--- src/zx_mem_cfg.svh ---
// Widths and the port and bank map of the paging core; ROM n lives in bank ZX_ROM_BASE + n
`ifndef ZX_MEM_CFG_SVH
`define ZX_MEM_CFG_SVH

// ==========================================================================
// Bus widths
// ==========================================================================
`define ZX_ADDR_W        16     // Z80 address bus
`define ZX_PHYS_W        20     // 1 MB external RAM
`define ZX_BANK_W        6      // 16K banks
`define ZX_OFS_W         14     // Offset inside one bank
`define ZX_DATA_W        8

// ==========================================================================
// I/O ports, full addresses
// Decode is partial; only some bits of these take part
// ==========================================================================
`define ZX_PORT_7FFD     16'h7FFD
`define ZX_PORT_1FFD     16'h1FFD
`define ZX_PORT_FE       16'h00FE

// ==========================================================================
// Fixed banks
// ==========================================================================
`define ZX_ROM_BASE      8      // ROM 0, up to four ROMs follow
`define ZX_BANK_SCREEN2  5      // Slot 1 in normal mode
`define ZX_BANK_MID      2      // Slot 2 in normal mode

`endif

--- src/zx_mem_pkg.sv ---
// Shared types of the paging core; field order inside each struct is part of the bus encoding
package zx_mem_pkg;

`include "zx_mem_cfg.svh"

	// Machine model, latched at reset
	typedef enum logic [1:0] {
		model_48    = 2'd0,
		model_128   = 2'd1,
		model_plus3 = 2'd2
	} zx_model_e;

	// One CPU bus cycle as presented by the host
	typedef struct packed {
		logic [`ZX_ADDR_W-1:0] addr;
		logic [`ZX_DATA_W-1:0] wdata;
		logic                  wr;      // 1 = write, 0 = read
		logic                  io;      // 1 = I/O, 0 = memory
	} cpu_cycle_t;

	// Paging state seen by the address mapper
	typedef struct packed {
		logic [`ZX_DATA_W-1:0] reg_7ffd;   // 2:0 RAM page, 4 ROM low, 5 lock
		logic [`ZX_DATA_W-1:0] reg_1ffd;   // 0 special, 2:1 ROM high / special sel
		zx_model_e             model;
	} page_state_t;

	// ULA output latch at port FE
	typedef struct packed {
		logic [2:0] border;
		logic       ear;
		logic       mic;
	} ula_port_t;

	// One access on the external RAM
	typedef struct packed {
		logic [`ZX_PHYS_W-1:0] addr;
		logic [`ZX_DATA_W-1:0] wdata;
		logic                  wr;
	} ram_cmd_t;

	// 26 + 18 + 5 + 29 bits on the wires between blocks
	localparam int cpu_cycle_w  = $bits(cpu_cycle_t);
	localparam int page_state_w = $bits(page_state_t);
	localparam int ula_port_w   = $bits(ula_port_t);
	localparam int ram_cmd_w    = $bits(ram_cmd_t);

endpackage
--- src/bus_front.sv ---
// CPU-side handshake and address mapper; cpu_cycle must stay stable while cpu_req is high
`timescale 1ns/10ps
`include "zx_mem_cfg.svh"

module bus_front import zx_mem_pkg::*; (
	input  logic                  clk_sys,
	input  logic                  reset,
	input  logic                  cpu_req,
	input  cpu_cycle_t            cpu_cycle,
	output logic                  cpu_ack,
	output logic [`ZX_DATA_W-1:0] cpu_rdata,
	input  page_state_t           pages,
	output logic                  io_wr,
	output logic                  ram_start,
	output ram_cmd_t              ram_cmd,
	input  logic                  ram_done,
	input  logic [`ZX_DATA_W-1:0] ram_rdata
);

	localparam logic [`ZX_BANK_W-1:0] rom_base    = `ZX_ROM_BASE;
	localparam logic [`ZX_BANK_W-1:0] bank_screen = `ZX_BANK_SCREEN2;
	localparam logic [`ZX_BANK_W-1:0] bank_mid    = `ZX_BANK_MID;

	typedef enum logic [1:0] {
		st_idle,
		st_issue,     // Strobes go out
		st_wait,      // RAM access or one settle cycle
		st_ack
	} state_e;

	state_e                state;
	cpu_cycle_t            cyc_q;
	logic                  skip_q;
	logic [`ZX_DATA_W-1:0] rdata_q;

	logic [1:0]            slot;
	logic                  special;
	logic [1:0]            rom_num;
	logic [`ZX_BANK_W-1:0] bank;
	logic                  rom_write;

	// +3 all-RAM layouts, selected by 1FFD bits 2:1
	function automatic logic [2:0] special_bank(input logic [1:0] sel, input logic [1:0] s);
		logic [2:0] b;
		case (sel)
			2'd0:    b = {1'b0, s};                              // 0 1 2 3
			2'd1:    b = {1'b1, s};                              // 4 5 6 7
			2'd2:    b = (s == 2'd3) ? 3'd3 : {1'b1, s};         // 4 5 6 3
			default: b = (s == 2'd3) ? 3'd3 : (s == 2'd1) ? 3'd7 : {1'b1, s};
		endcase
		return b;
	endfunction

	// ==========================================================================
	// Address mapping
	// ==========================================================================
	always_comb begin
		slot    = cyc_q.addr[`ZX_ADDR_W-1 -: 2];
		special = (pages.model == model_plus3) && pages.reg_1ffd[0];
		case (pages.model)
			model_48:    rom_num = 2'd3;
			model_plus3: rom_num = {pages.reg_1ffd[2], pages.reg_7ffd[4]};
			default:     rom_num = {1'b0, pages.reg_7ffd[4]};
		endcase
		if (special) begin
			bank = {{(`ZX_BANK_W-3){1'b0}}, special_bank(pages.reg_1ffd[2:1], slot)};
		end else begin
			case (slot)
				2'd0:    bank = rom_base + {{(`ZX_BANK_W-2){1'b0}}, rom_num};
				2'd1:    bank = bank_screen;
				2'd2:    bank = bank_mid;
				default: bank = (pages.model == model_48) ? '0 :
				                {{(`ZX_BANK_W-3){1'b0}}, pages.reg_7ffd[2:0]};
			endcase
		end
		rom_write = !special && (slot == 2'd0) && cyc_q.wr;   // Silently dropped
	end

	assign ram_cmd.addr  = {bank, cyc_q.addr[`ZX_OFS_W-1:0]};
	assign ram_cmd.wdata = cyc_q.wdata;
	assign ram_cmd.wr    = cyc_q.wr;

	// ==========================================================================
	// Cycle FSM
	// ==========================================================================
	always_ff @(posedge clk_sys) begin
		if (reset) begin
			state <= st_idle;
		end else begin
			case (state)
				st_idle:  if (cpu_req) state <= st_issue;
				st_issue: state <= st_wait;
				st_wait:  if (skip_q || ram_done) state <= st_ack;
				st_ack:   if (!cpu_req) state <= st_idle;
				default:  state <= st_idle;
			endcase
		end
	end

	always_ff @(posedge clk_sys) begin
		if (state == st_idle && cpu_req)
			cyc_q <= cpu_cycle;
		if (state == st_issue) begin
			skip_q  <= cyc_q.io | rom_write;
			rdata_q <= '1;                // I/O reads float high
		end
		if (state == st_wait && !skip_q && ram_done)
			rdata_q <= ram_rdata;
	end

	assign io_wr     = (state == st_issue) & cyc_q.io & cyc_q.wr;
	assign ram_start = (state == st_issue) & ~cyc_q.io & ~rom_write;
	assign cpu_ack   = (state == st_ack);
	assign cpu_rdata = rdata_q;

	// Req level at the edge where ack went high
	a_ack_with_req: assert property (@(posedge clk_sys) disable iff (reset)
		$rose(cpu_ack) |-> $past(cpu_req))
		else $error("bus_front: cpu_ack rose after the host dropped cpu_req");

	a_done_expected: assert property (@(posedge clk_sys) disable iff (reset)
		ram_done |-> state == st_wait && !skip_q)
		else $error("bus_front: RAM done with no access outstanding");

endmodule

--- src/page_regs.sv ---
// Paging and ULA registers; writes only, model must be stable while reset is high
`timescale 1ns/10ps
`include "zx_mem_cfg.svh"

module page_regs import zx_mem_pkg::*; (
	input  logic        clk_sys,
	input  logic        reset,
	input  zx_model_e   model,
	input  logic        io_wr,      // One-cycle I/O write strobe
	input  cpu_cycle_t  cycle,
	output page_state_t pages,
	output ula_port_t   ula
);

	localparam logic [`ZX_ADDR_W-1:0] port_7ffd = `ZX_PORT_7FFD;
	localparam logic [`ZX_ADDR_W-1:0] port_1ffd = `ZX_PORT_1FFD;
	localparam logic [`ZX_ADDR_W-1:0] port_fe   = `ZX_PORT_FE;

	zx_model_e             model_q;
	logic [`ZX_DATA_W-1:0] reg_7ffd;
	logic [`ZX_DATA_W-1:0] reg_1ffd;
	ula_port_t             ula_q;

	logic                  is_plus3;
	logic                  lock;
	logic                  sel_7ffd;
	logic                  sel_1ffd;
	logic                  sel_fe;

	// ==========================================================================
	// Port decode
	// ==========================================================================
	assign is_plus3 = (model_q == model_plus3);
	assign lock     = (model_q == model_48) | reg_7ffd[5];   // 48K never pages

	// 7FFD: A15 and A1 low, A14 only decoded on +3
	assign sel_7ffd = (cycle.addr[15] == port_7ffd[15]) &
	                  (cycle.addr[1] == port_7ffd[1]) &
	                  (cycle.addr[14] | ~is_plus3);

	assign sel_1ffd = is_plus3 &
	                  (cycle.addr[15:12] == port_1ffd[15:12]) &
	                  (cycle.addr[1] == port_1ffd[1]);

	assign sel_fe   = (cycle.addr[0] == port_fe[0]);    // Any even port

	// ==========================================================================
	// Registers
	// ==========================================================================
	always_ff @(posedge clk_sys) begin
		if (reset) begin
			model_q  <= model;     // Sampled for as long as reset is held
			reg_7ffd <= '0;
			reg_1ffd <= '0;
		end else if (io_wr && !lock) begin
			if (sel_7ffd)
				reg_7ffd <= cycle.wdata;
			if (sel_1ffd)
				reg_1ffd <= cycle.wdata;
		end
	end

	// Border, mic and ear
	always_ff @(posedge clk_sys) begin
		if (reset) begin
			ula_q <= '0;
		end else if (io_wr && sel_fe) begin
			ula_q.border <= cycle.wdata[2:0];
			ula_q.mic    <= cycle.wdata[3];
			ula_q.ear    <= cycle.wdata[4];
		end
	end

	assign pages.reg_7ffd = reg_7ffd;
	assign pages.reg_1ffd = reg_1ffd;
	assign pages.model    = model_q;
	assign ula            = ula_q;

	// 1FFD belongs to the +3 alone, whatever the bus does
	a_1ffd_plus3_only: assert property (@(posedge clk_sys) disable iff (reset)
		!is_plus3 |-> reg_1ffd == '0)
		else $error("page_regs: 1FFD changed on a non +3 model");

endmodule

--- src/ram_cycle.sv ---
// Four-phase requester to the external RAM; one access at a time, start only when idle
`timescale 1ns/10ps
`include "zx_mem_cfg.svh"

module ram_cycle import zx_mem_pkg::*; (
	input  logic                  clk_sys,
	input  logic                  reset,
	input  logic                  start,
	input  ram_cmd_t              cmd,
	output logic                  done,       // One-cycle pulse, rdata valid
	output logic [`ZX_DATA_W-1:0] rdata,
	output logic                  ram_req,
	output ram_cmd_t              ram_cmd,
	input  logic                  ram_ack,
	input  logic [`ZX_DATA_W-1:0] ram_rdata
);

	typedef enum logic [1:0] {
		st_idle,
		st_req,       // req high, waiting for ack
		st_release    // req low, waiting for ack to drop
	} state_e;

	state_e                state;
	ram_cmd_t              cmd_q;
	logic [`ZX_DATA_W-1:0] rdata_q;
	logic                  done_q;

	always_ff @(posedge clk_sys) begin
		if (reset) begin
			state  <= st_idle;
			done_q <= 1'b0;
		end else begin
			done_q <= 1'b0;
			case (state)
				st_idle:
					if (start)
						state <= st_req;
				st_req:
					if (ram_ack)
						state <= st_release;
				st_release:
					if (!ram_ack) begin
						state  <= st_idle;
						done_q <= 1'b1;
					end
				default:
					state <= st_idle;
			endcase
		end
	end

	// Payload
	always_ff @(posedge clk_sys) begin
		if (state == st_idle && start)
			cmd_q <= cmd;
		if (state == st_req && ram_ack)
			rdata_q <= ram_rdata;     // Valid as ack rises
	end

	assign ram_req = (state == st_req);
	assign ram_cmd = cmd_q;
	assign done    = done_q;
	assign rdata   = rdata_q;

	a_start_idle: assert property (@(posedge clk_sys) disable iff (reset)
		start |-> state == st_idle)
		else $error("ram_cycle: start while an access is in flight");

	// Ack level at the edge where req went high
	a_req_after_ack: assert property (@(posedge clk_sys) disable iff (reset)
		$rose(ram_req) |-> !$past(ram_ack))
		else $error("ram_cycle: ram_req rose with ram_ack still high");

endmodule

--- src/zx_mem_map.sv ---
// Paging core top; model is sampled during reset, one CPU cycle in flight at a time
`timescale 1ns/10ps
`include "zx_mem_cfg.svh"

module zx_mem_map import zx_mem_pkg::*; (
	input  logic                  clk_sys,
	input  logic                  reset,
	input  zx_model_e             model,
	// CPU side
	input  logic                  cpu_req,
	input  cpu_cycle_t            cpu_cycle,
	output logic                  cpu_ack,
	output logic [`ZX_DATA_W-1:0] cpu_rdata,
	// RAM side
	output logic                  ram_req,
	output ram_cmd_t              ram_cmd,
	input  logic                  ram_ack,
	input  logic [`ZX_DATA_W-1:0] ram_rdata,
	output ula_port_t             ula
);

	page_state_t           pages;
	logic                  io_wr;
	logic                  ram_start;
	ram_cmd_t              mapped_cmd;
	logic                  ram_done;
	logic [`ZX_DATA_W-1:0] ram_rd_data;

	page_regs i_page_regs (
		.clk_sys (clk_sys),
		.reset   (reset),
		.model   (model),
		.io_wr   (io_wr),
		.cycle   (cpu_cycle),     // Held by the host until ack
		.pages   (pages),
		.ula     (ula)
	);

	ram_cycle i_ram_cycle (
		.clk_sys   (clk_sys),
		.reset     (reset),
		.start     (ram_start),
		.cmd       (mapped_cmd),
		.done      (ram_done),
		.rdata     (ram_rd_data),
		.ram_req   (ram_req),
		.ram_cmd   (ram_cmd),
		.ram_ack   (ram_ack),
		.ram_rdata (ram_rdata)
	);

	bus_front i_bus_front (
		.clk_sys   (clk_sys),
		.reset     (reset),
		.cpu_req   (cpu_req),
		.cpu_cycle (cpu_cycle),
		.cpu_ack   (cpu_ack),
		.cpu_rdata (cpu_rdata),
		.pages     (pages),
		.io_wr     (io_wr),
		.ram_start (ram_start),
		.ram_cmd   (mapped_cmd),
		.ram_done  (ram_done),
		.ram_rdata (ram_rd_data)
	);

endmodule

--- config.mk ---
export PLATFORM = sky130hd
export DESIGN_NAME = zx_mem_map
export DESIGN_NICKNAME = d
export VERILOG_FILES = /design/src/zx_mem_pkg.sv /design/src/bus_front.sv /design/src/page_regs.sv /design/src/ram_cycle.sv /design/src/zx_mem_map.sv
export VERILOG_INCLUDE_DIRS = /design/src
export SDC_FILE = /design/constraint.sdc
export NUM_CORES = 1
export LEC_CHECK = 0
export BUFFER_PORTS_ARGS = -buffer_cell sky130_fd_sc_hd__buf_2
export CELL_PAD_IN_SITES_DETAIL_PLACEMENT = 1
export CELL_PAD_IN_SITES_GLOBAL_PLACEMENT = 2
export CORE_MARGIN = 8
export CORE_UTILIZATION = 39
export DETAILED_ROUTE_END_ITERATION = 8
export PLACE_DENSITY = 0.93
export SETUP_SLACK_MARGIN = 0.1
export SLEW_MARGIN = 20
export SYNTH_ARGS = -nofsm -noshare
export SYNTH_HDL_FRONTEND = slang
export SYNTH_SLANG_ARGS = --single-unit
--- constraint.sdc ---
create_clock -name clk_sys -period 5.7 [get_ports clk_sys]
set_clock_uncertainty 0.15 [all_clocks]
set_input_delay 0.285 -clock clk_sys [delete_from_list [all_inputs] [get_ports clk_sys]]
set_output_delay 0.285 -clock clk_sys [all_outputs]
set_load 0.02 [all_outputs]
==> results <==
- The iteration count of the initial detailed-routing pass is 4.
- The detailed placement HPWL is 4920 um.
- Entering global routing, the biggest net connects 29 pins.
- The async set or reset register ratio after synthesis is 0.
- Walking the worst path, the cells encountered are nand3b_1 > a31oi_1 > and4bb_2.
- After clock tree synthesis, the setup repair step added 0 buffers.
- Port buffering added 81 buffers.
- The flow ran to the end, and the final reports show no timing, DRC or antenna violations.
- The family of cells with the greatest summed delay on the critical path is simple AND/OR/NAND/NOR gates.
- TritonCTS built the clock tree.
- The post-route DRC violation count is 0.
- Based on the critical path, the design can be clocked at up to 414 MHz.
- Setup violations remaining at the end of the flow were counted as 0.
- Synthesis inferred 90 register bits.
- The minimum clock period after layout is 2.41 ns.
- The summed negative setup slack over all endpoints is 0 ns.
- The number of antenna violations at the first check in global routing is 0.
- The post-cts hold buffer count is 33.
- The routed design has 7980 um of wire.
- The area added between synthesis and finish is 34.0%.
- The clock reaches the later pin of the worst-skew pair after 0.35 ns.
- In the final layout, the share of cells above drive strength 1 is 0.354.
- Setup repair after global routing left no endpoint under its margin.
- The antenna diode count is 0.
- Counting flops with a built-in enable in the synthesized netlist gives 72.
- In this run the power density over the cells is 380 nW/um^2.
- The gate count of the mapped netlist is 192.
- The total overflow left after global routing is 0.
- The clock root buffer is sky130_fd_sc_hd__clkbuf_8.
- The region available for standard cell placement spans 8130 sq um.
- For this run, the slowest stage of the critical path takes 0.75 ns.
- The fraction of the cycle the final worst path needs is 0.424.
- The floorplan has 33 rows.
- The number of buffers between clock root and the deepest sink is 2.
- In this run the cell area of the synthesized design comes to 3240 sq um.
- The worst hold path belongs to the class in -> reg.
- Data on the critical path is required at its endpoint by 5.53 ns.
- The cell with the biggest individual delay on the critical path is sky130_fd_sc_hd__and4bb_2.
- In this run the worst path has a maximum fanout of 28.
- The post-synthesis cell type with the largest combined area is sky130_fd_sc_hd__edfxtp_1.
- Hold is met by 0.0272 ns.
- The number of DRC markers after the initial detailed-route iteration is 82.
- From bottom edge to top edge, the die measures 107 um.
- The full die area is 11500 sq um.
- In the global route stage, overall resource usage came out at 0.142.
- By instance count, the leading cell after synthesis is sky130_fd_sc_hd__edfxtp_1.
- The worst setup path is of the reg -> reg kind.
- The clock-pin slew on the worst setup and hold paths is 0.09 ns.
- The depth of the CTS H-tree is 3.
- For this run, the leading register cell type out of synthesis is sky130_fd_sc_hd__edfxtp_1.
- In this run, CTS created clock tree buffers numbering 9.
- The starting utilization of the core area is 0.398.
- The final non-filler cell area is 4340 sq um.
- Across the run, the number of max-cap violations was 0.
- The highest ir drop seen on vdd is 197 uV.
- Yosys printed 0 warnings.
- The wire length per cell is 18.8 um.
- The worst setup path is captured at a register.
- The max-slew violation count is 0.
- The number of sinks driven by the clock tree is 90.
- The count of boundary I/O pins is 84.
- The via count of the first global-routing pass is 2140.
- The kind of launch point of the worst setup path is a register.
- Routability-driven placement finished with a final weighted congestion of 0.770.
- The floorplan step set the die width to 107 um.
- In this run the mean area of a mapped cell was 16.9 sq um.
- Counting instances in the post-synthesis netlist gives the leading cell types as 72 x sky130_fd_sc_hd__edfxtp_1, 18 x sky130_fd_sc_hd__dfxtp_1, 15 x sky130_fd_sc_hd__nor2_1.
- The tightest slew margin relative to the limit is 0.514.
- In this run the static leakage power is 0.00162 uW.
- After synthesis, the cell types taking the most area are sky130_fd_sc_hd__edfxtp_1 67%, sky130_fd_sc_hd__dfxtp_1 11%, sky130_fd_sc_hd__mux2i_1 4.0%.
- The number of antenna-violating nets in the routed design is 0.
- The number of buffers and inverters on the critical path is 0.
- At the end of the flow the core is filled with cells to 0.533.
- The critical path arrival is 2.24 ns.
- The total cell area at the placement stage is 3760 sq um.
- The total via count after detailed routing is 1995.
- The first global-routing pass estimated 12000 um of wire.
- The final hold violation count is 0.
- Gates resized during post-CTS repair numbered 0.
- The number of distinct library cell variants in the gate-level netlist after synthesis is 35.
- The number of nets at the end of the flow is 358.
- Of the post-synthesis cell area, the dominant cell type holds 0.667.
- The share of the Yosys chip area taken by registers is 0.779.
- In the routed layout, each cell is associated on average with a via count of 4.71.
- For the pin with the worst max-slew slack, the measured transition is 0.728 ns.
[worst paths after layout]
kind                                              start                 endpoint  slack, ns  cells after the start
worst min register to register  i_bus_front.ram_cmd[15]  i_ram_cycle.ram_cmd[15]       0.27                      0
worst max-delay path             i_page_regs.model_q[0]   i_ram_cycle.ram_cmd[7]       3.29                      3
worst max register to register   i_page_regs.model_q[0]   i_ram_cycle.ram_cmd[7]       3.29                      3
worst min-delay path                       cpu_cycle[2]   i_bus_front.ram_cmd[1]       0.03                      1
[per-layer routing]
layer / wire length, um / GRT usage / vias to the layer above
li1: - / - / 949
met3: 499 / 0.0420 / 10
met1: 3020 / 0.155 / 972
met5: 0 / 0 / -
met4: 138 / 0.0603 / 0
met2: 4310 / 0.251 / 64
[metrics by stage]
stage / power (uW) / instances / worst slack, ns
finish: 1650 / 424 / 3.29
global route: 1710 / 424 / 3.13
detailed placement: 1120 / 374 / 3.28
floorplan: 1030 / 193 / 3.59
global placement: 1110 / 374 / 3.35
CTS: 1650 / 423 / 3.26
[placed cells by master (no fill, tap or decap), types with 2 or more instances in the layout]
| cell type | n |
|---|---|
| sky130_fd_sc_hd__nand2_1 | 2 |
| sky130_fd_sc_hd__a21oi_1 | 4 |
| sky130_fd_sc_hd__nand3_1 | 2 |
| sky130_fd_sc_hd__o21ai_0 | 3 |
| sky130_fd_sc_hd__clkbuf_8 | 9 |
| sky130_fd_sc_hd__dlygate4sd3_1 | 34 |
| sky130_fd_sc_hd__nor3b_1 | 2 |
| sky130_fd_sc_hd__a211oi_1 | 2 |
| sky130_fd_sc_hd__and2_1 | 2 |
| sky130_fd_sc_hd__inv_1 | 3 |
| sky130_fd_sc_hd__mux2i_1 | 13 |
| sky130_fd_sc_hd__nor2b_1 | 7 |
| sky130_fd_sc_hd__conb_1 | 2 |
| sky130_fd_sc_hd__bufinv_16 | 3 |
| sky130_fd_sc_hd__nor4_4 | 2 |
| sky130_fd_sc_hd__or2_2 | 9 |
| sky130_fd_sc_hd__buf_2 | 81 |
| sky130_fd_sc_hd__nand3b_1 | 3 |
| sky130_fd_sc_hd__edfxtp_1 | 72 |
| sky130_fd_sc_hd__nand2b_1 | 7 |
| sky130_fd_sc_hd__ha_1 | 4 |
| sky130_fd_sc_hd__clkinvlp_4 | 2 |
| sky130_fd_sc_hd__o21a_1 | 2 |
| sky130_fd_sc_hd__nor2_1 | 15 |
| sky130_fd_sc_hd__dfxtp_1 | 18 |
[kinds of logic after synthesis]
| kind of cell | synth area share |
|---|---|
| adders and majority gates | 0.0155 |
| other | 0.00116 |
| and+or+nand+nor | 0.115 |
| AOI/OAI and AO/OA | 0.0344 |
| DFF | 0.779 |
| xor gates and xnor gates | 0.00270 |
| buffers and inverters | 0.0127 |
| muxes | 0.0402 |
[power breakdown]
group / leakage, uW / internal, uW / switching [uW]
Combinational: 0.000718 / 90.9 / 169
Clock: 0.000113 / 293 / 226
Sequential: 0.000790 / 831 / 38.2
Total: 0.00162 / 1210 / 433
[layout make-up]
class	count	area, sq um
Fill cell	802	3790
Sequential cell	90	2520
Timing Repair Buffer	116	753
Multi-Input combinational cell	94	679
Tap cell	105	131
Clock buffer	10	128
Clock inverter	6	114
Inverter	3	11.3
[flip-flops by register name, indices dropped and copies added, names as in the netlist]
name,count
i_page_regs.reg_7ffd,5
i_page_regs.reg_1ffd,3
i_bus_front.cpu_rdata,8
i_page_regs.model_q,2
i_ram_cycle.rdata,8
i_ram_cycle.done,1
i_ram_cycle.state,2
i_bus_front.cyc_q,3
i_ram_cycle.ram_cmd,27
i_bus_front.state,2
i_bus_front.ram_cmd,23
i_bus_front.skip_q,1
i_page_regs.ula,5
Note: power is estimated with default switching activity, not from simulation.
